===== src/design/cast_defs.svh =====
`ifndef CAST_DEFS_SVH
`define CAST_DEFS_SVH

// ----------------------------------------------------------
// Widths and formats
// ----------------------------------------------------------
`define CAST_WORD_BITS    32  // Operand and result width
`define CAST_EXP_BITS     8   // binary32 exponent
`define CAST_MAN_BITS     23  // binary32 fraction
`define CAST_BIAS         127
`define CAST_INT_MAN_BITS 32  // Holds a whole integer or hidden bit plus fraction
`define CAST_INT_EXP_BITS 10  // Signed, reaches the smallest subnormal
`define CAST_SHAMT_BITS   6

// Status word bit positions
`define CAST_ST_NV 4
`define CAST_ST_DZ 3
`define CAST_ST_OF 2
`define CAST_ST_UF 1
`define CAST_ST_NX 0

// Quiet NaN fields
`define CAST_QNAN_EXP 8'hFF
`define CAST_QNAN_BIT 22      // Set in the fraction of a quiet NaN

`endif

===== src/design/cast_pkg.sv =====
`include "cast_defs.svh"

package cast_pkg;

  // ----------------------------------------------------------
  // Datapath vectors
  // ----------------------------------------------------------
  typedef logic [`CAST_WORD_BITS-1:0]           word_t;   // Operand or result
  typedef logic [`CAST_INT_MAN_BITS-1:0]        mant_t;   // Internal mantissa
  typedef logic signed [`CAST_INT_EXP_BITS-1:0] exp_t;    // Unbiased or rebiased exponent
  typedef logic [`CAST_SHAMT_BITS-1:0]          shamt_t;  // Shift amount
  typedef logic [4:0]                           status_t; // NV DZ OF UF NX

  // Rounding modes, RISC-V encoding
  typedef enum logic [2:0] {
    RNE = 3'b000,
    RTZ = 3'b001,
    RDN = 3'b010,
    RUP = 3'b011,
    RMM = 3'b100
  } roundmode_e;

  // Conversion direction
  typedef enum logic {
    I2F = 1'b0,
    F2I = 1'b1
  } cast_op_e;

endpackage


===== src/design/cast_top.sv =====
`timescale 1ns/100ps
`include "cast_defs.svh"

module cast_top (
  input  logic                 clk_i,
  input  logic                 rst_n_i,
  input  cast_pkg::word_t      operand_i,
  input  cast_pkg::cast_op_e   op_i,
  input  logic                 is_unsigned_i,
  input  cast_pkg::roundmode_e rnd_mode_i,
  input  logic                 in_valid_i,
  output logic                 in_ready_o,
  output cast_pkg::word_t      result_o,
  output cast_pkg::status_t    status_o,
  output logic                 out_valid_o,
  input  logic                 out_ready_i,
  output logic                 busy_o
);
  import cast_pkg::*;

  localparam int unsigned CTRL_BITS = 2 + $bits(roundmode_e); // op, unsigned, mode
  localparam int unsigned S1_BITS   = `CAST_WORD_BITS + CTRL_BITS;
  localparam int unsigned S2_BITS   = 1 + 2 * `CAST_INT_EXP_BITS + `CAST_INT_MAN_BITS + 5
                                      + CTRL_BITS;
  localparam int unsigned S3_BITS   = `CAST_WORD_BITS + $bits(status_t);

  // Stage handshakes
  logic               s1_valid, s2_valid, s3_valid;
  logic               s1_ready, s2_ready, s3_ready;
  logic [S1_BITS-1:0] s1_data;
  logic [S2_BITS-1:0] s2_data;
  logic [S3_BITS-1:0] s3_data;

  // Stage 1 fields
  word_t              s1_operand;
  logic               s1_op, s1_uns;
  logic [2:0]         s1_rnd;

  // Normalizer outputs
  logic               n_sign, n_mant_zero, n_is_zero, n_is_inf, n_is_nan, n_is_snan;
  exp_t               n_exp, n_dst_exp;
  mant_t              n_mant;

  // Stage 2 fields
  logic               s2_sign, s2_mant_zero, s2_is_zero, s2_is_inf, s2_is_nan, s2_is_snan;
  exp_t               s2_exp, s2_dst_exp;
  mant_t              s2_mant;
  logic               s2_op, s2_uns;
  logic [2:0]         s2_rnd;

  // Align and round
  logic [`CAST_EXP_BITS-1:0] a_final_exp;
  logic [`CAST_MAN_BITS-1:0] a_final_mant;
  word_t                     a_final_int;
  logic [1:0]                a_fp_rs, a_int_rs;
  logic                      a_of_before;
  word_t                     r_result;
  status_t                   r_status;

  // ----------------------------------------------------------
  // Stage 1 registers the raw request
  // ----------------------------------------------------------
  cast_pipe_stage #(.PAYLOAD_BITS(S1_BITS)) i_stage1 (
    .clk_i   (clk_i),
    .rst_n_i (rst_n_i),
    .valid_i (in_valid_i),
    .ready_o (s1_ready),
    .data_i  ({operand_i, op_i, is_unsigned_i, rnd_mode_i}),
    .valid_o (s1_valid),
    .ready_i (s2_ready),
    .data_o  (s1_data)
  );
  assign {s1_operand, s1_op, s1_uns, s1_rnd} = s1_data;

  cast_normalize i_normalize (
    .operand_i (s1_operand), .op_i (cast_op_e'(s1_op)), .is_unsigned_i (s1_uns),
    .sign_o (n_sign), .exp_o (n_exp), .dst_exp_o (n_dst_exp), .mant_o (n_mant),
    .mant_zero_o (n_mant_zero), .is_zero_o (n_is_zero), .is_inf_o (n_is_inf),
    .is_nan_o (n_is_nan), .is_snan_o (n_is_snan)
  );

  // ----------------------------------------------------------
  // Stage 2 holds the normalized operand
  // ----------------------------------------------------------
  cast_pipe_stage #(.PAYLOAD_BITS(S2_BITS)) i_stage2 (
    .clk_i   (clk_i),
    .rst_n_i (rst_n_i),
    .valid_i (s1_valid),
    .ready_o (s2_ready),
    .data_i  ({n_sign, n_exp, n_dst_exp, n_mant, n_mant_zero, n_is_zero, n_is_inf,
               n_is_nan, n_is_snan, s1_op, s1_uns, s1_rnd}),
    .valid_o (s2_valid),
    .ready_i (s3_ready),
    .data_o  (s2_data)
  );
  assign {s2_sign, s2_exp, s2_dst_exp, s2_mant, s2_mant_zero, s2_is_zero, s2_is_inf,
          s2_is_nan, s2_is_snan, s2_op, s2_uns, s2_rnd} = s2_data;

  cast_align i_align (
    .op_i (cast_op_e'(s2_op)), .is_unsigned_i (s2_uns), .exp_i (s2_exp),
    .dst_exp_i (s2_dst_exp), .mant_i (s2_mant), .is_inf_i (s2_is_inf),
    .final_exp_o (a_final_exp), .final_mant_o (a_final_mant), .final_int_o (a_final_int),
    .fp_rs_o (a_fp_rs), .int_rs_o (a_int_rs), .of_before_o (a_of_before),
    .uf_before_o ()  // Underflow already folded into sticky
  );

  cast_round i_round (
    .op_i (cast_op_e'(s2_op)), .is_unsigned_i (s2_uns), .rnd_mode_i (roundmode_e'(s2_rnd)),
    .sign_i (s2_sign), .mant_zero_i (s2_mant_zero), .is_zero_i (s2_is_zero),
    .is_inf_i (s2_is_inf), .is_nan_i (s2_is_nan), .is_snan_i (s2_is_snan),
    .final_exp_i (a_final_exp), .final_mant_i (a_final_mant), .final_int_i (a_final_int),
    .fp_rs_i (a_fp_rs), .int_rs_i (a_int_rs), .of_before_i (a_of_before),
    .result_o (r_result), .status_o (r_status)
  );

  // ----------------------------------------------------------
  // Stage 3 drives the outputs
  // ----------------------------------------------------------
  cast_pipe_stage #(.PAYLOAD_BITS(S3_BITS)) i_stage3 (
    .clk_i   (clk_i),
    .rst_n_i (rst_n_i),
    .valid_i (s2_valid),
    .ready_o (s3_ready),
    .data_i  ({r_result, r_status}),
    .valid_o (s3_valid),
    .ready_i (out_ready_i),
    .data_o  (s3_data)
  );
  assign {result_o, status_o} = s3_data;

  assign in_ready_o  = s1_ready;                       // Combinational ready chain
  assign out_valid_o = s3_valid;
  assign busy_o      = s1_valid | s2_valid | s3_valid; // Anything in flight

endmodule


===== src/design/cast_round.sv =====
`timescale 1ns/100ps
`include "cast_defs.svh"

module cast_round (
  input  cast_pkg::cast_op_e        op_i,
  input  logic                      is_unsigned_i,
  input  cast_pkg::roundmode_e      rnd_mode_i,
  input  logic                      sign_i,
  input  logic                      mant_zero_i,
  input  logic                      is_zero_i,
  input  logic                      is_inf_i,
  input  logic                      is_nan_i,
  input  logic                      is_snan_i,
  input  logic [`CAST_EXP_BITS-1:0] final_exp_i,
  input  logic [`CAST_MAN_BITS-1:0] final_mant_i,
  input  cast_pkg::word_t           final_int_i,
  input  logic [1:0]                fp_rs_i,
  input  logic [1:0]                int_rs_i,
  input  logic                      of_before_i,
  output cast_pkg::word_t           result_o,
  output cast_pkg::status_t         status_o
);
  import cast_pkg::*;

  logic       to_int;
  logic       eff_sign;
  logic       any_nan;
  logic [1:0] rs_bits;
  word_t      pre_round_abs, rounded_abs;
  logic       round_up;
  logic       of_after;
  word_t      fp_result, int_result, int_regular, int_special;
  logic       int_is_special;
  status_t    fp_status, int_status;

  assign to_int   = (op_i == F2I);
  assign eff_sign = sign_i & ~is_zero_i;    // Signed zero rounds like plus zero
  assign any_nan  = is_nan_i | is_snan_i;   // Signalling NaNs count too

  // ----------------------------------------------------------
  // Rounding of the absolute value
  // ----------------------------------------------------------
  assign pre_round_abs = to_int ? final_int_i : {1'b0, final_exp_i, final_mant_i};
  assign rs_bits       = to_int ? int_rs_i : fp_rs_i;

  always_comb begin
    unique case (rnd_mode_i)
      RNE:     round_up = rs_bits[1] & (rs_bits[0] | pre_round_abs[0]); // Ties to even
      RTZ:     round_up = 1'b0;
      RDN:     round_up = (|rs_bits) & eff_sign;
      RUP:     round_up = (|rs_bits) & ~eff_sign;
      RMM:     round_up = rs_bits[1];             // Ties away
      default: round_up = 1'b0;
    endcase
  end

  assign rounded_abs = pre_round_abs + word_t'(round_up);

  // ----------------------------------------------------------
  // Float result
  // ----------------------------------------------------------
  assign of_after  = (rounded_abs[`CAST_WORD_BITS-2 -: `CAST_EXP_BITS] == `CAST_QNAN_EXP);
  // Integer zero has no leading one, force plus zero
  assign fp_result = mant_zero_i ? '0 : {eff_sign, rounded_abs[`CAST_WORD_BITS-2:0]};

  // ----------------------------------------------------------
  // Integer result and special cases
  // ----------------------------------------------------------
  assign int_regular = eff_sign ? word_t'(-rounded_abs) : rounded_abs;

  always_comb begin
    int_special = {is_unsigned_i, {(`CAST_WORD_BITS-1){1'b1}}}; // Positive max
    if (eff_sign && !any_nan) begin
      int_special = ~int_special; // Negative max or zero for unsigned
    end
  end

  // Negative to unsigned is invalid unless it rounds to zero
  assign int_is_special = any_nan | is_inf_i | of_before_i |
                          (eff_sign & is_unsigned_i & (int_regular != '0));

  assign int_result = int_is_special ? int_special : int_regular;

  // ----------------------------------------------------------
  // Status
  // ----------------------------------------------------------
  // DZ, OF and UF never arise here
  always_comb begin
    fp_status              = '0;
    fp_status[`CAST_ST_NV] = of_before_i | of_after; // I2F overflow is invalid
    fp_status[`CAST_ST_NX] = |fp_rs_i;

    int_status = '0;
    if (int_is_special) begin
      int_status[`CAST_ST_NV] = 1'b1; // Only NV on special results
    end else begin
      int_status[`CAST_ST_NX] = |int_rs_i;
    end
  end

  assign result_o = to_int ? int_result : fp_result;
  assign status_o = to_int ? int_status : fp_status;

endmodule


===== src/design/cast_align.sv =====
`timescale 1ns/100ps
`include "cast_defs.svh"

module cast_align (
  input  cast_pkg::cast_op_e         op_i,
  input  logic                       is_unsigned_i,
  input  cast_pkg::exp_t             exp_i,
  input  cast_pkg::exp_t             dst_exp_i,
  input  cast_pkg::mant_t            mant_i,
  input  logic                       is_inf_i,
  output logic [`CAST_EXP_BITS-1:0]  final_exp_o,
  output logic [`CAST_MAN_BITS-1:0]  final_mant_o,
  output cast_pkg::word_t            final_int_o,
  output logic [1:0]                 fp_rs_o,   // Round, sticky
  output logic [1:0]                 int_rs_o,
  output logic                       of_before_o,
  output logic                       uf_before_o
);
  import cast_pkg::*;

  localparam int unsigned SHIFT_BITS = 2 * `CAST_INT_MAN_BITS + 1;
  localparam int unsigned FP_STICKY  = 2 * `CAST_INT_MAN_BITS - `CAST_MAN_BITS - 1;
  localparam int unsigned INT_STICKY = 2 * `CAST_INT_MAN_BITS - `CAST_WORD_BITS;

  logic [SHIFT_BITS-1:0] preshift_mant;
  logic [SHIFT_BITS-1:0] dest_mant;
  shamt_t                denorm_shamt;

  // ----------------------------------------------------------
  // Shift amount and range checks
  // ----------------------------------------------------------
  always_comb begin
    final_exp_o   = dst_exp_i[`CAST_EXP_BITS-1:0]; // Lower bits only
    preshift_mant = {mant_i, {(`CAST_INT_MAN_BITS + 1){1'b0}}}; // Left end of shifter
    denorm_shamt  = '0;
    of_before_o   = 1'b0;
    uf_before_o   = 1'b0;

    if (op_i == F2I) begin
      // Binary point lands right of the integer LSB
      denorm_shamt = shamt_t'(exp_t'(`CAST_WORD_BITS - 1) - exp_i);
      // Unsigned range is one bit wider
      if (is_inf_i || exp_i >= exp_t'(`CAST_WORD_BITS - 1 + is_unsigned_i)) begin
        denorm_shamt = '0;
        of_before_o  = 1'b1;
      end else if (exp_i < -1) begin
        denorm_shamt = shamt_t'(`CAST_WORD_BITS + 1); // Everything into sticky
        uf_before_o  = 1'b1;
      end
    end else if (dst_exp_i >= exp_t'((1 << `CAST_EXP_BITS) - 1)) begin
      // Saturate to the largest normal with R and S set
      final_exp_o   = `CAST_EXP_BITS'((1 << `CAST_EXP_BITS) - 2);
      preshift_mant = '1;
      of_before_o   = 1'b1;
    end
  end

  assign dest_mant = preshift_mant >> denorm_shamt;

  // ----------------------------------------------------------
  // Extraction
  // ----------------------------------------------------------
  // Hidden bit at the top is dropped for the float result
  assign {final_mant_o, fp_rs_o[1]} = dest_mant[SHIFT_BITS-2 -: `CAST_MAN_BITS+1];
  assign {final_int_o, int_rs_o[1]} = dest_mant[SHIFT_BITS-1 -: `CAST_WORD_BITS+1];

  assign fp_rs_o[0]  = |dest_mant[FP_STICKY-1:0];  // Below round bit
  assign int_rs_o[0] = |dest_mant[INT_STICKY-1:0];

endmodule


===== src/design/cast_normalize.sv =====
`timescale 1ns/100ps
`include "cast_defs.svh"

module cast_normalize (
  input  cast_pkg::word_t    operand_i,
  input  cast_pkg::cast_op_e op_i,
  input  logic               is_unsigned_i,
  output logic               sign_o,
  output cast_pkg::exp_t     exp_o,     // Unbiased
  output cast_pkg::exp_t     dst_exp_o, // Rebiased to binary32
  output cast_pkg::mant_t    mant_o,    // MSB aligned
  output logic               mant_zero_o,
  output logic               is_zero_o,
  output logic               is_inf_o,
  output logic               is_nan_o,
  output logic               is_snan_o
);
  import cast_pkg::*;

  logic                      is_float;
  logic [`CAST_EXP_BITS-1:0] exp_field;
  logic [`CAST_MAN_BITS-1:0] man_field;
  logic                      exp_max, exp_min, man_zero;
  logic                      is_normal, is_subnormal;
  logic                      int_sign;
  mant_t                     int_mant, enc_mant;
  shamt_t                    lz_count;
  exp_t                      fp_exp, int_exp;

  // ----------------------------------------------------------
  // Float classification
  // ----------------------------------------------------------
  assign is_float  = (op_i == F2I);
  assign exp_field = operand_i[`CAST_WORD_BITS-2 -: `CAST_EXP_BITS];
  assign man_field = operand_i[`CAST_MAN_BITS-1:0];
  assign exp_max   = (exp_field == `CAST_QNAN_EXP);
  assign exp_min   = (exp_field == '0);
  assign man_zero  = (man_field == '0);

  assign is_normal    = ~exp_min & ~exp_max;
  assign is_subnormal = exp_min & ~man_zero;

  // Class bits only mean something for float sources
  assign is_zero_o = is_float & exp_min & man_zero;
  assign is_inf_o  = is_float & exp_max & man_zero;
  assign is_nan_o  = is_float & exp_max & ~man_zero;
  assign is_snan_o = is_nan_o & ~man_field[`CAST_QNAN_BIT]; // Quiet bit clear

  // ----------------------------------------------------------
  // Mantissa selection
  // ----------------------------------------------------------
  // Only signed integers can be negative
  assign int_sign = operand_i[`CAST_WORD_BITS-1] & ~is_unsigned_i;
  assign int_mant = int_sign ? mant_t'(-operand_i) : operand_i; // Magnitude

  // Hidden bit joins the fraction, zero padded on the left
  assign enc_mant = is_float ? mant_t'({is_normal, man_field}) : int_mant;

  cast_lzc i_lzc (
    .value_i   (enc_mant),
    .count_o   (lz_count),
    .is_zero_o (mant_zero_o)
  );

  assign mant_o = enc_mant << lz_count; // Renormalize subnormals and integers

  // ----------------------------------------------------------
  // Exponents
  // ----------------------------------------------------------
  // Subnormals use exponent 1, the LZC shift is compensated
  assign fp_exp = exp_t'(exp_field) + exp_t'(is_subnormal) - exp_t'(`CAST_BIAS)
                  - exp_t'(lz_count) + exp_t'(`CAST_INT_MAN_BITS - 1 - `CAST_MAN_BITS);
  assign int_exp = exp_t'(`CAST_INT_MAN_BITS - 1) - exp_t'(lz_count);

  assign sign_o    = is_float ? operand_i[`CAST_WORD_BITS-1] : int_sign;
  assign exp_o     = is_float ? fp_exp : int_exp;
  assign dst_exp_o = exp_o + exp_t'(`CAST_BIAS);

endmodule


===== src/design/cast_lzc.sv =====
`timescale 1ns/100ps
`include "cast_defs.svh"

module cast_lzc (
  input  cast_pkg::mant_t  value_i,
  output cast_pkg::shamt_t count_o,
  output logic             is_zero_o
);
  import cast_pkg::*;

  // Priority search from LSB upwards, the highest set bit wins
  always_comb begin
    count_o = '0;
    for (int i = 0; i < `CAST_INT_MAN_BITS; i++) begin
      if (value_i[i]) begin
        count_o = shamt_t'(`CAST_INT_MAN_BITS - 1 - i);
      end
    end
  end

  assign is_zero_o = ~|value_i; // Count is meaningless then

endmodule


===== src/design/cast_pipe_stage.sv =====
`timescale 1ns/100ps

module cast_pipe_stage #(
  parameter int unsigned PAYLOAD_BITS = 32
) (
  input  logic                    clk_i,
  input  logic                    rst_n_i,
  // Upstream side
  input  logic                    valid_i,
  output logic                    ready_o,
  input  logic [PAYLOAD_BITS-1:0] data_i,
  // Downstream side
  output logic                    valid_o,
  input  logic                    ready_i,
  output logic [PAYLOAD_BITS-1:0] data_o
);

  logic                    valid_q;
  logic [PAYLOAD_BITS-1:0] data_q;

  // Advance when downstream takes our item or we only hold a bubble
  assign ready_o = ready_i | ~valid_q;

  always_ff @(posedge clk_i or negedge rst_n_i) begin
    if (!rst_n_i) begin
      valid_q <= 1'b0;
    end else if (ready_o) begin
      valid_q <= valid_i; // Bubble in when nothing arrives
    end
  end

  // Payload only loads on a real transfer
  always_ff @(posedge clk_i) begin
    if (ready_o && valid_i) begin
      data_q <= data_i;
    end
  end

  assign valid_o = valid_q;
  assign data_o  = data_q;

endmodule


===== config.mk =====
export PLATFORM = sky130hd
export DESIGN_NAME = cast_top
export DESIGN_NICKNAME = d
export VERILOG_FILES = /design/src/design/cast_pkg.sv /design/src/design/cast_top.sv /design/src/design/cast_round.sv /design/src/design/cast_align.sv /design/src/design/cast_normalize.sv /design/src/design/cast_lzc.sv /design/src/design/cast_pipe_stage.sv
export VERILOG_INCLUDE_DIRS = /design/src /design/src/design
export SDC_FILE = /design/constraint.sdc
export NUM_CORES = 1
export LEC_CHECK = 0
export ABC_CLOCK_PERIOD_IN_PS = 11250
export BUFFER_PORTS_ARGS = -buffer_cell sky130_fd_sc_hd__buf_2
export CAP_MARGIN = 25
export CELL_PAD_IN_SITES_DETAIL_PLACEMENT = 1
export CELL_PAD_IN_SITES_GLOBAL_PLACEMENT = 2
export CORE_ASPECT_RATIO = 1.4
export CORE_UTILIZATION = 38
export CTS_CLUSTER_SIZE = 28
export DETAILED_ROUTE_END_ITERATION = 7
export PLACE_DENSITY_LB_ADDON = 0.12
export SYNTH_ARGS = -nofsm -noshare
export SYNTH_HDL_FRONTEND = slang
export SYNTH_SLANG_ARGS = --single-unit

===== constraint.sdc =====
create_clock -name clk_i -period 11.25 [get_ports clk_i]
set_clock_uncertainty 0.15 [all_clocks]
set_input_delay 1.125 -clock clk_i [delete_from_list [all_inputs] [get_ports clk_i]]
set_output_delay 1.125 -clock clk_i [all_outputs]
set_load 0.02 [all_outputs]

-- Word-level counts from Yosys, hierarchy flattened
Cells that the tools add are included.
- flip-flop bits (word level): 140
- output and inout port bits: 40
- bits of input ports: 41
- logic and storage cells: 137
- mux-type cells: 56
- shift operators: 2
- reductions and logical operators: 17
- add/sub/neg operators: 11
- bitwise operators: 37
- equality and inequality tests: 5
- magnitude comparators: 3
- operators with widths (operator ; number):
    $mux 32 ; 8
    $mux 6 ; 34
    $mux 65 ; 2
    $shr 65x6->65 ; 1
    $neg 32->32 ; 2
    $reduce_or 32->1 ; 2
    $reduce_or 41->1 ; 1
    $reduce_or 40->1 ; 1
    $reduce_or 33->1 ; 1
    $add 32x1->32 ; 1
    $not 32->32 ; 1
    $reduce_bool 32->1 ; 1
    $shl 32x6->32 ; 1
    $logic_not 23->1 ; 1
    $eq 8x8->1 const B ; 2
    $and 1x1->1 ; 15
    $or 1x1->1 ; 11
    $add 10x5->10 const B ; 1
    $add 10x8->10 const B ; 1
    $ge 10x7->1 ; 1
    $ge 10x9->1 const B ; 1
    $lt 10x1->1 const B ; 1
    $mux 10 ; 1
    $mux 5 ; 2
    other kinds (19) ; 38

-- Longest topological paths before layout
- depth in word-level cells: 40
- mapped depth: 46
- depth with buffers taken out: 37

-- Hierarchy
A second synthesis with hierarchy kept.
- cells, all modules: 2007
- area, all modules: 16380.7 um^2
- modules (own cells, without submodules) (module ; area an instance (um^2) ; seq. area each (um^2) ; cells each ; instances):
    cast_round ; 4254.1 ; 0.0 ; 618 ; 1
    cast_normalize ; 3792.4 ; 0.0 ; 579 ; 1
    cast_align ; 3661.0 ; 0.0 ; 589 ; 1
    cast_pipe_stage (i_stage1 ...) ; 1164.9 ; 1136.1 ; 41 ; 2
    cast_pipe_stage (i_stage2) ; 1945.6 ; 1916.8 ; 67 ; 1
    cast_lzc ; 391.6 ; 0.0 ; 71 ; 1
    cast_top ; 6.3 ; 0.0 ; 1 ; 1

-- Worst setup path after synthesis
Ideal clock, no wire load.
- path type: register to register
- start point: register i_stage2.data_q[4] (netlist: i_stage2.data_o[4])
- end point: register i_stage3.data_q[17] (netlist: i_stage3.data_o[17]), data pin
- arrival: 8.815 ns
- cell stages (with the launch flop): 41
- clock period less this slack: 9.231 ns
- data required time: 10.835 ns
- slack: 2.019 ns
- library setup time: 0.265 ns
- buffers on the path: 12
- cells stage by stage: edfxtp_1 > buf_2 > buf_2 > clkbuf_1 > clkbuf_1 > clkbuf_1 > clkbuf_1 > buf_1 > buf_1 > buf_1 > clkbuf_1 > nand2_1 > a211oi_1 > a31oi_1 > nand2_1 > nand2_1 > or4b_2 > o22ai_1 > [5 not listed] > nor2_1 > ha_1 > inv_1 > nor2_1 > a211o_1 > buf_2 > nand3_1 > nor2_1 > o31ai_1 > nand4_1 > o41ai_1 > xnor2_1 > o2111ai_1 > nor4_2 > or2_2 > a211oi_2 > buf_2 > or3_1
- cells in the longest elaborated chain, start to end: 15
- elaborated cells between the ends (all ways): 24
- those cells by class: add/sub: 2; shift: 1; mux: 10; bitwise: 7; reduce/logical: 4
- ends and longest elaborated chain (element ; line ; source):
    start: declaration ; cast_pipe_stage.sv:19 ; logic [PAYLOAD_BITS-1:0] data_q;
    start signal: assignment ; cast_pipe_stage.sv:35 ; data_q <= data_i;
    $mux 65 or $mux 6 (tied branches) ; cast_align.sv:39 ; if (op_i == F2I) begin
    $shr 65x6->65 ; cast_align.sv:58 ; assign dest_mant = preshift_mant >> denorm_shamt;
    $reduce_or 40->1 or $reduce_or 32->1 (tied branches) ; cast_align.sv:67, cast_align.sv:68 ;
    $mux 2 ; cast_round.sv:44 ; assign rs_bits = to_int ? int_rs_i : fp_rs_i;
    $reduce_or 2->1 or $or 1x1->1 (tied branches) ; cast_round.sv:50, cast_round.sv:51, cast_round.sv:48 ;
    $and 1x1->1, on equally long branches ; cast_round.sv:51, cast_round.sv:48, cast_round.sv:50 ;
    $pmux 1 s4 ; cast_round.sv:47 ; unique case (rnd_mode_i)
    $add 32x1->32 ; cast_round.sv:57 ; assign rounded_abs = pre_round_abs + word_t'(round_up);
    $neg 32->32 ; cast_round.sv:69 ; assign int_regular = eff_sign ? word_t'(-rounded_abs) : rounded_abs;
    $mux 32 ; cast_round.sv:69 ;
    $reduce_bool 32->1 ; cast_round.sv:80 ; (eff_sign & is_unsigned_i & (int_regular != '0));
    $and 1x1->1 ; cast_round.sv:80 ;
    $or 1x1->1 ; cast_round.sv:79 ; assign int_is_special = any_nan | is_inf_i | of_before_i |
    $mux 32 ; cast_round.sv:82 ; assign int_result = int_is_special ? int_special : int_regular;
    $mux 32 * ; cast_round.sv:101 ; assign result_o = to_int ? int_result : fp_result;
    named net i_round.result_o[12] ; cast_round.sv:20 ; output cast_pkg::word_t result_o,
    end signal: assignment ; cast_pipe_stage.sv:35 ;
    end: declaration ; cast_pipe_stage.sv:19 ;
Mark *: on every way through the listed nets, which the timed path passes. The rest lies on a longest branch.
A chain may end at the register's enable or synchronous reset.

-- Final worst setup path
- start point: register i_stage2.data_q[56] (netlist: i_stage2.data_o[56])
- end point: register i_stage3.data_q[17] (netlist: i_stage3.data_o[17]), data pin
- cells in the longest elaborated chain, start to end: 18
- elaborated cells between the ends (all ways): 30
- those cells by class: add/sub: 3; order compare: 2; shift: 1; mux: 12; bitwise: 7; reduce/logical: 5
- ends and longest elaborated chain (element ; line ; source):
    $lt 10x1->1, or another cell as far along ; cast_align.sv:46 ; end else if (exp_i < -1) begin
    $mux 6 or $logic_or 1x1->1 (tied branches) ; cast_align.sv:46, cast_align.sv:43 ;
    $mux 6 ; cast_align.sv:43 ; if (is_inf_i || exp_i >= exp_t'(`CAST_WORD_BITS - 1 + is_unsigned_i)) begin
    $mux 6 ; cast_align.sv:39 ;
    $shr 65x6->65 ; cast_align.sv:58 ;
    $reduce_or 40->1 or $reduce_or 32->1 (tied branches) ; cast_align.sv:67, cast_align.sv:68 ;
    $mux 2 ; cast_round.sv:44 ;
    $reduce_or 2->1 or $or 1x1->1 (tied branches) ; cast_round.sv:50, cast_round.sv:51, cast_round.sv:48 ;
    [3 not listed] ; - ;
    $neg 32->32 ; cast_round.sv:69 ;
    $mux 32 ; cast_round.sv:69 ;
    $reduce_bool 32->1 ; cast_round.sv:80 ;
    $and 1x1->1 ; cast_round.sv:80 ;
    $or 1x1->1 ; cast_round.sv:79 ;
    $mux 32 ; cast_round.sv:82 ;
    $mux 32 * ; cast_round.sv:101 ;
    named net i_round.result_o[12] ; cast_round.sv:20 ;
Marked as above.

==> results.txt <==
The tools report the post-detailed-placement cell area as 18400 um2. The kind of start point of the critical path was a flip-flop. Setup repair after global routing left no endpoint under its margin.

For the worst setup path, the data required time is 11.31 ns. The clock drives 137 sinks. The tools report the total core area as 43900 um2. The routed via count divided by cell count was 7.02; the combinational group share of total power was 58.9%. In this design, the stage delay of the slowest critical-path cell is 0.75 ns. The slowest stage of the critical path is the a22oi_1 cell. The worst setup slack for register-to-register paths was 0.45 ns.

0 antenna diodes ended up in the layout. The layout overhead on the synthesized area is 12.6%, and the clock slew at the register clock pins of the worst setup and hold paths is 0.06 ns. The number of enable-type register cells in the synthesized netlist was 134.

The synthesized design contains 137 register bits. The start point of the worst min-delay path was i_stage1.data_o[0]. For the total count of max-transition violations in the final report, the log shows 0. The switching share of power came out at 51.9%. For hold timing, the worst endpoint is i_stage2.data_o[0]. The length in cells of the worst reg-to-reg path was 36; the reported max-cap violation count was 0. Global routing consumed, over all layers together, 41.7% of the routing resources. The worst register-to-register path begins at i_stage2.data_o[56]. TritonCTS built the clock tree. The final RePlAce weighted congestion was 1.07; the data arrival time of the critical path was 10.86 ns. Routed length per placed instance: 32.6 um. For the worst IR drop on VDD, the log shows 0.111 mV. Class of the most critical hold timing path: reg -> reg.

Sequential cell fraction of total power: 23.8%. For the net switching power figure, the log shows 1.73 mW. Entering global routing, the biggest net connects 64 pins. The wire length of the first global-routing pass is 140 mm. Along the worst hold path, the cell count comes to 0. The netlist uses 104 different library cells. The nature of the critical path endpoint was a flip-flop. The number of DRC violations after detailed routing was 0.

The initial standard-cell utilization of the core is 38.4%. Summing the sequential cell areas from Yosys gives 24.3% of the chip area. The die is 251 um tall. Summing internal, switching and leakage power gives 3.33 mW. The final critical-path share of the clock period came out at 96.0%. The clock period could shrink to 10.80 ns. Mean post-synth cell area: 7.41 um2. The share of async-settable or async-resettable flops after synthesis was 2.19%; the total routed wirelength was 95.6 mm. In this run the remaining antenna-violating nets after routing total 0. The worst pin sits at a relative slew slack of 23.4%. The clock network latency to the later pin of the worst-skew pair was 0.46 ns; the minimum setup slack after placement was 0.782 ns.

The die covers 45300 um2. Measured along the x axis, the die boundary spans 180 um. The total congestion overflow is 0. The number of endpoints failing setup at the final stage was 0.

The post-synthesis instance area came out at 16900 um2. Count of synthesis-stage warnings from yosys: 0. In this run the power density over the cells is 175 nW/um2. Along the worst path, the maximum fanout reaches 46. The clock tree synthesis step divided the H-tree into 4 levels. The number of global-route vias before repair is 21.2k. Per report_power, the clock group accounts for 17.3% of the total. The run finished with clean final reports. Detailed routing inserted a total of 20.6k vias. Startpoint-to-endpoint class of the critical path: reg -> reg. The final net count was 2427. Among all flip-flop cells after synthesis, the most frequent one is edfxtp_1. The initial antenna violation count was 4; the half-perimeter wire length after detailed placement was 74.9 mm. In this run the tool buffered the top-level ports with 77 buffer cells. Fill cells in the final layout number 5490.

In this run, the number of DRC markers left after iteration 0 of detailed routing was 1918. The finished cells cover 19000 um2. The share of layout cells above drive strength 1 is 13.4%.

Based on the critical path, the design can be clocked at up to 92.6 MHz. The setup TNS is 0 ns, and the cell-internal power is 1.60 mW. Setup slack closes at 0.449 ns.

The run gives 6.94 nW as the leakage power summed over all cells. The tools report the end of the worst register-to-register path as i_stage3.data_o[17]. The number of instances in the synthesized netlist was 2280; the measured slew at the worst slew-check pin was 1.14 ns.

In this run, CTS created clock tree buffers numbering 17. The logs give 81 for the I/O pin count and 2 for the deepest clock path buffer count. After floorplanning, the core was divided into 91 placement rows. The clock root buffer is clkbuf_16. For the final number of hold-violating endpoints, the log shows 0. The number of detailed-routing iterations run before antenna repair came out at 5.
==> power by group through the flow <==
stage / registers, mW / logic [mW] / clock network [mW]
detailed placement: 0.798 / 1.88 / 0
CTS: 0.788 / 1.89 / 0.585
floorplan: 0.759 / 1.14 / 0
global route: 0.794 / 2.05 / 0.599
global placement: 0.795 / 1.86 / 0
finish: 0.791 / 1.96 / 0.577
==> repair_timing <==
item | CTS | global route
buffers inserted | 0 | 1
hold buffers | 0 | 0
endpoints found under the setup margin | 0 | 31
gates resized for setup | 0 | 3
==> registers in the layout, summed over array words and instances (netlist names) <==
| signal | cells |
|---|---|
| i_stage1.valid_o | 1 |
| i_stage2.data_o | 63 |
| i_stage3.valid_o | 1 |
| i_stage2.valid_o | 1 |
| i_stage3.data_o | 34 |
| i_stage1.data_o | 37 |
==> routing by layer <==
metal | vias up | track usage [%] | part of all wire [%]
li1 | 8942 | - | -
met1 | 10100 | 42.8 | 34
met2 | 1116 | 72.3 | 49
met3 | 448 | 8.91 | 7.7
met4 | 4 | 36.9 | 9.7
met5 | - | 0.108 | 0.024
==> metrics by stage <==
step | hold WS, ns | std cells | utilization [%]
finish | 0.273 | 2931 | 43.3
global route | 0.276 | 2931 | 43.3
global placement | 0.257 | 2896 | 41.9
detailed placement | 0.267 | 2898 | 41.9
floorplan | 0.250 | 2282 | -
CTS | 0.275 | 2930 | 43.2
==> placed cells by master (no fill, tap or decap), drive strengths merged, types with 27 or more instances in the layout <==
cell,instances
o211ai,35
or3,28
buf,215
mux2i,27
nand3,78
nor3,110
nand2b,27
a21oi,187
inv,60
o21ai,152
a211oi,59
nor2,287
xor2,39
nand2,192
edfxtp,134
a31oi,65
xnor2,67
and3,35
nand4,29
nor4,41
a211o,32
==> how the worst max path moves through the flow <==
stage                             start  slack, ns             endpoint
floorplan            i_stage2.data_o[4]       2.02  i_stage3.data_o[17]
global placement    i_stage2.data_o[52]       0.87  i_stage3.data_o[17]
detailed placement  i_stage2.data_o[52]       0.78  i_stage3.data_o[17]
CTS                 i_stage2.data_o[52]       0.72  i_stage3.data_o[17]
global route         i_stage2.data_o[3]        0.1  i_stage3.data_o[20]
finish              i_stage2.data_o[56]       0.45  i_stage3.data_o[17]
==> critical path: cells and delay by family (launching register included) <==
kind	cells	cell delay (ns)
AND/OR/NAND/NOR	14	3.56
flip-flops	1	0.37
AO/OA/AOI/OAI	14	4.22
XOR/XNOR	1	0.25
adder cells (fa/ha/maj)	3	0.83
buffers and inverters	4	1.07
==> area by class of cell <==
type / count / area (um2) / area share, %
Sequential cell: 137 / 4100 / 21.6
Tap cell: 558 / 698 / 3.67
Multi-Input combinational cell: 1929 / 12000 / 62.9
Clock inverter: 14 / 148 / 0.776
Clock buffer: 18 / 429 / 2.26
Inverter: 59 / 221 / 1.16
Timing Repair Buffer: 216 / 1470 / 7.72
==> logic make-up (layout without fill, tap and decap cells) <==
| kind of cell | count (synthesis) | count (layout) | synth area share (%) |
|---|---|---|---|
| AND/OR/NAND/NOR | 949 | 949 | 27.9 |
| AO/OA/AOI/OAI | 809 | 809 | 32.6 |
| buffers and inverters | 216 | 307 | 5.39 |
| flip-flops | 137 | 137 | 24.3 |
| XOR/XNOR | 106 | 106 | 5.65 |
| multiplexers | 36 | 36 | 2.20 |
| adder cells (fa/ha/maj) | 26 | 26 | 1.97 |
| other | 1 | 3 | 0.0222 |
==> Yosys cell counts, drive strengths merged, types with 12 or more instances <==
cell type | number | share of area [%]
nand3 | 78 | 2.3
o2111ai | 20 | 1.0
a21oi | 187 | 5.5
a211o | 32 | 1.7
buf | 56 | 1.8
xnor2 | 67 | 3.6
nand2b | 27 | 1.0
nand2 | 192 | 4.3
o211ai | 35 | 1.6
a2111oi | 12 | 0.77
nand4 | 29 | 1.1
a31oi | 65 | 2.4
nor2 | 287 | 6.4
or4 | 17 | 0.80
inv | 56 | 1.2
xor2 | 39 | 2.0
ha | 25 | 1.9
o21a | 15 | 0.67
o21ai | 152 | 4.5
edfxtp | 134 | 24
nor3 | 110 | 3.3
o311ai | 13 | 0.67
a211oi | 59 | 2.8
and3 | 35 | 1.3
or2 | 19 | 0.70
a221oi | 14 | 0.73
nor2b | 13 | 0.48
and2 | 25 | 0.93
o22ai | 21 | 0.82
a21o | 17 | 0.76
nor4 | 41 | 1.7
mux2i | 27 | 1.6
o221ai | 12 | 0.62
or3 | 28 | 1.0
clkbuf | 101 | 2.2
o31ai | 14 | 0.62
Power figures use the tool's default switching activity.
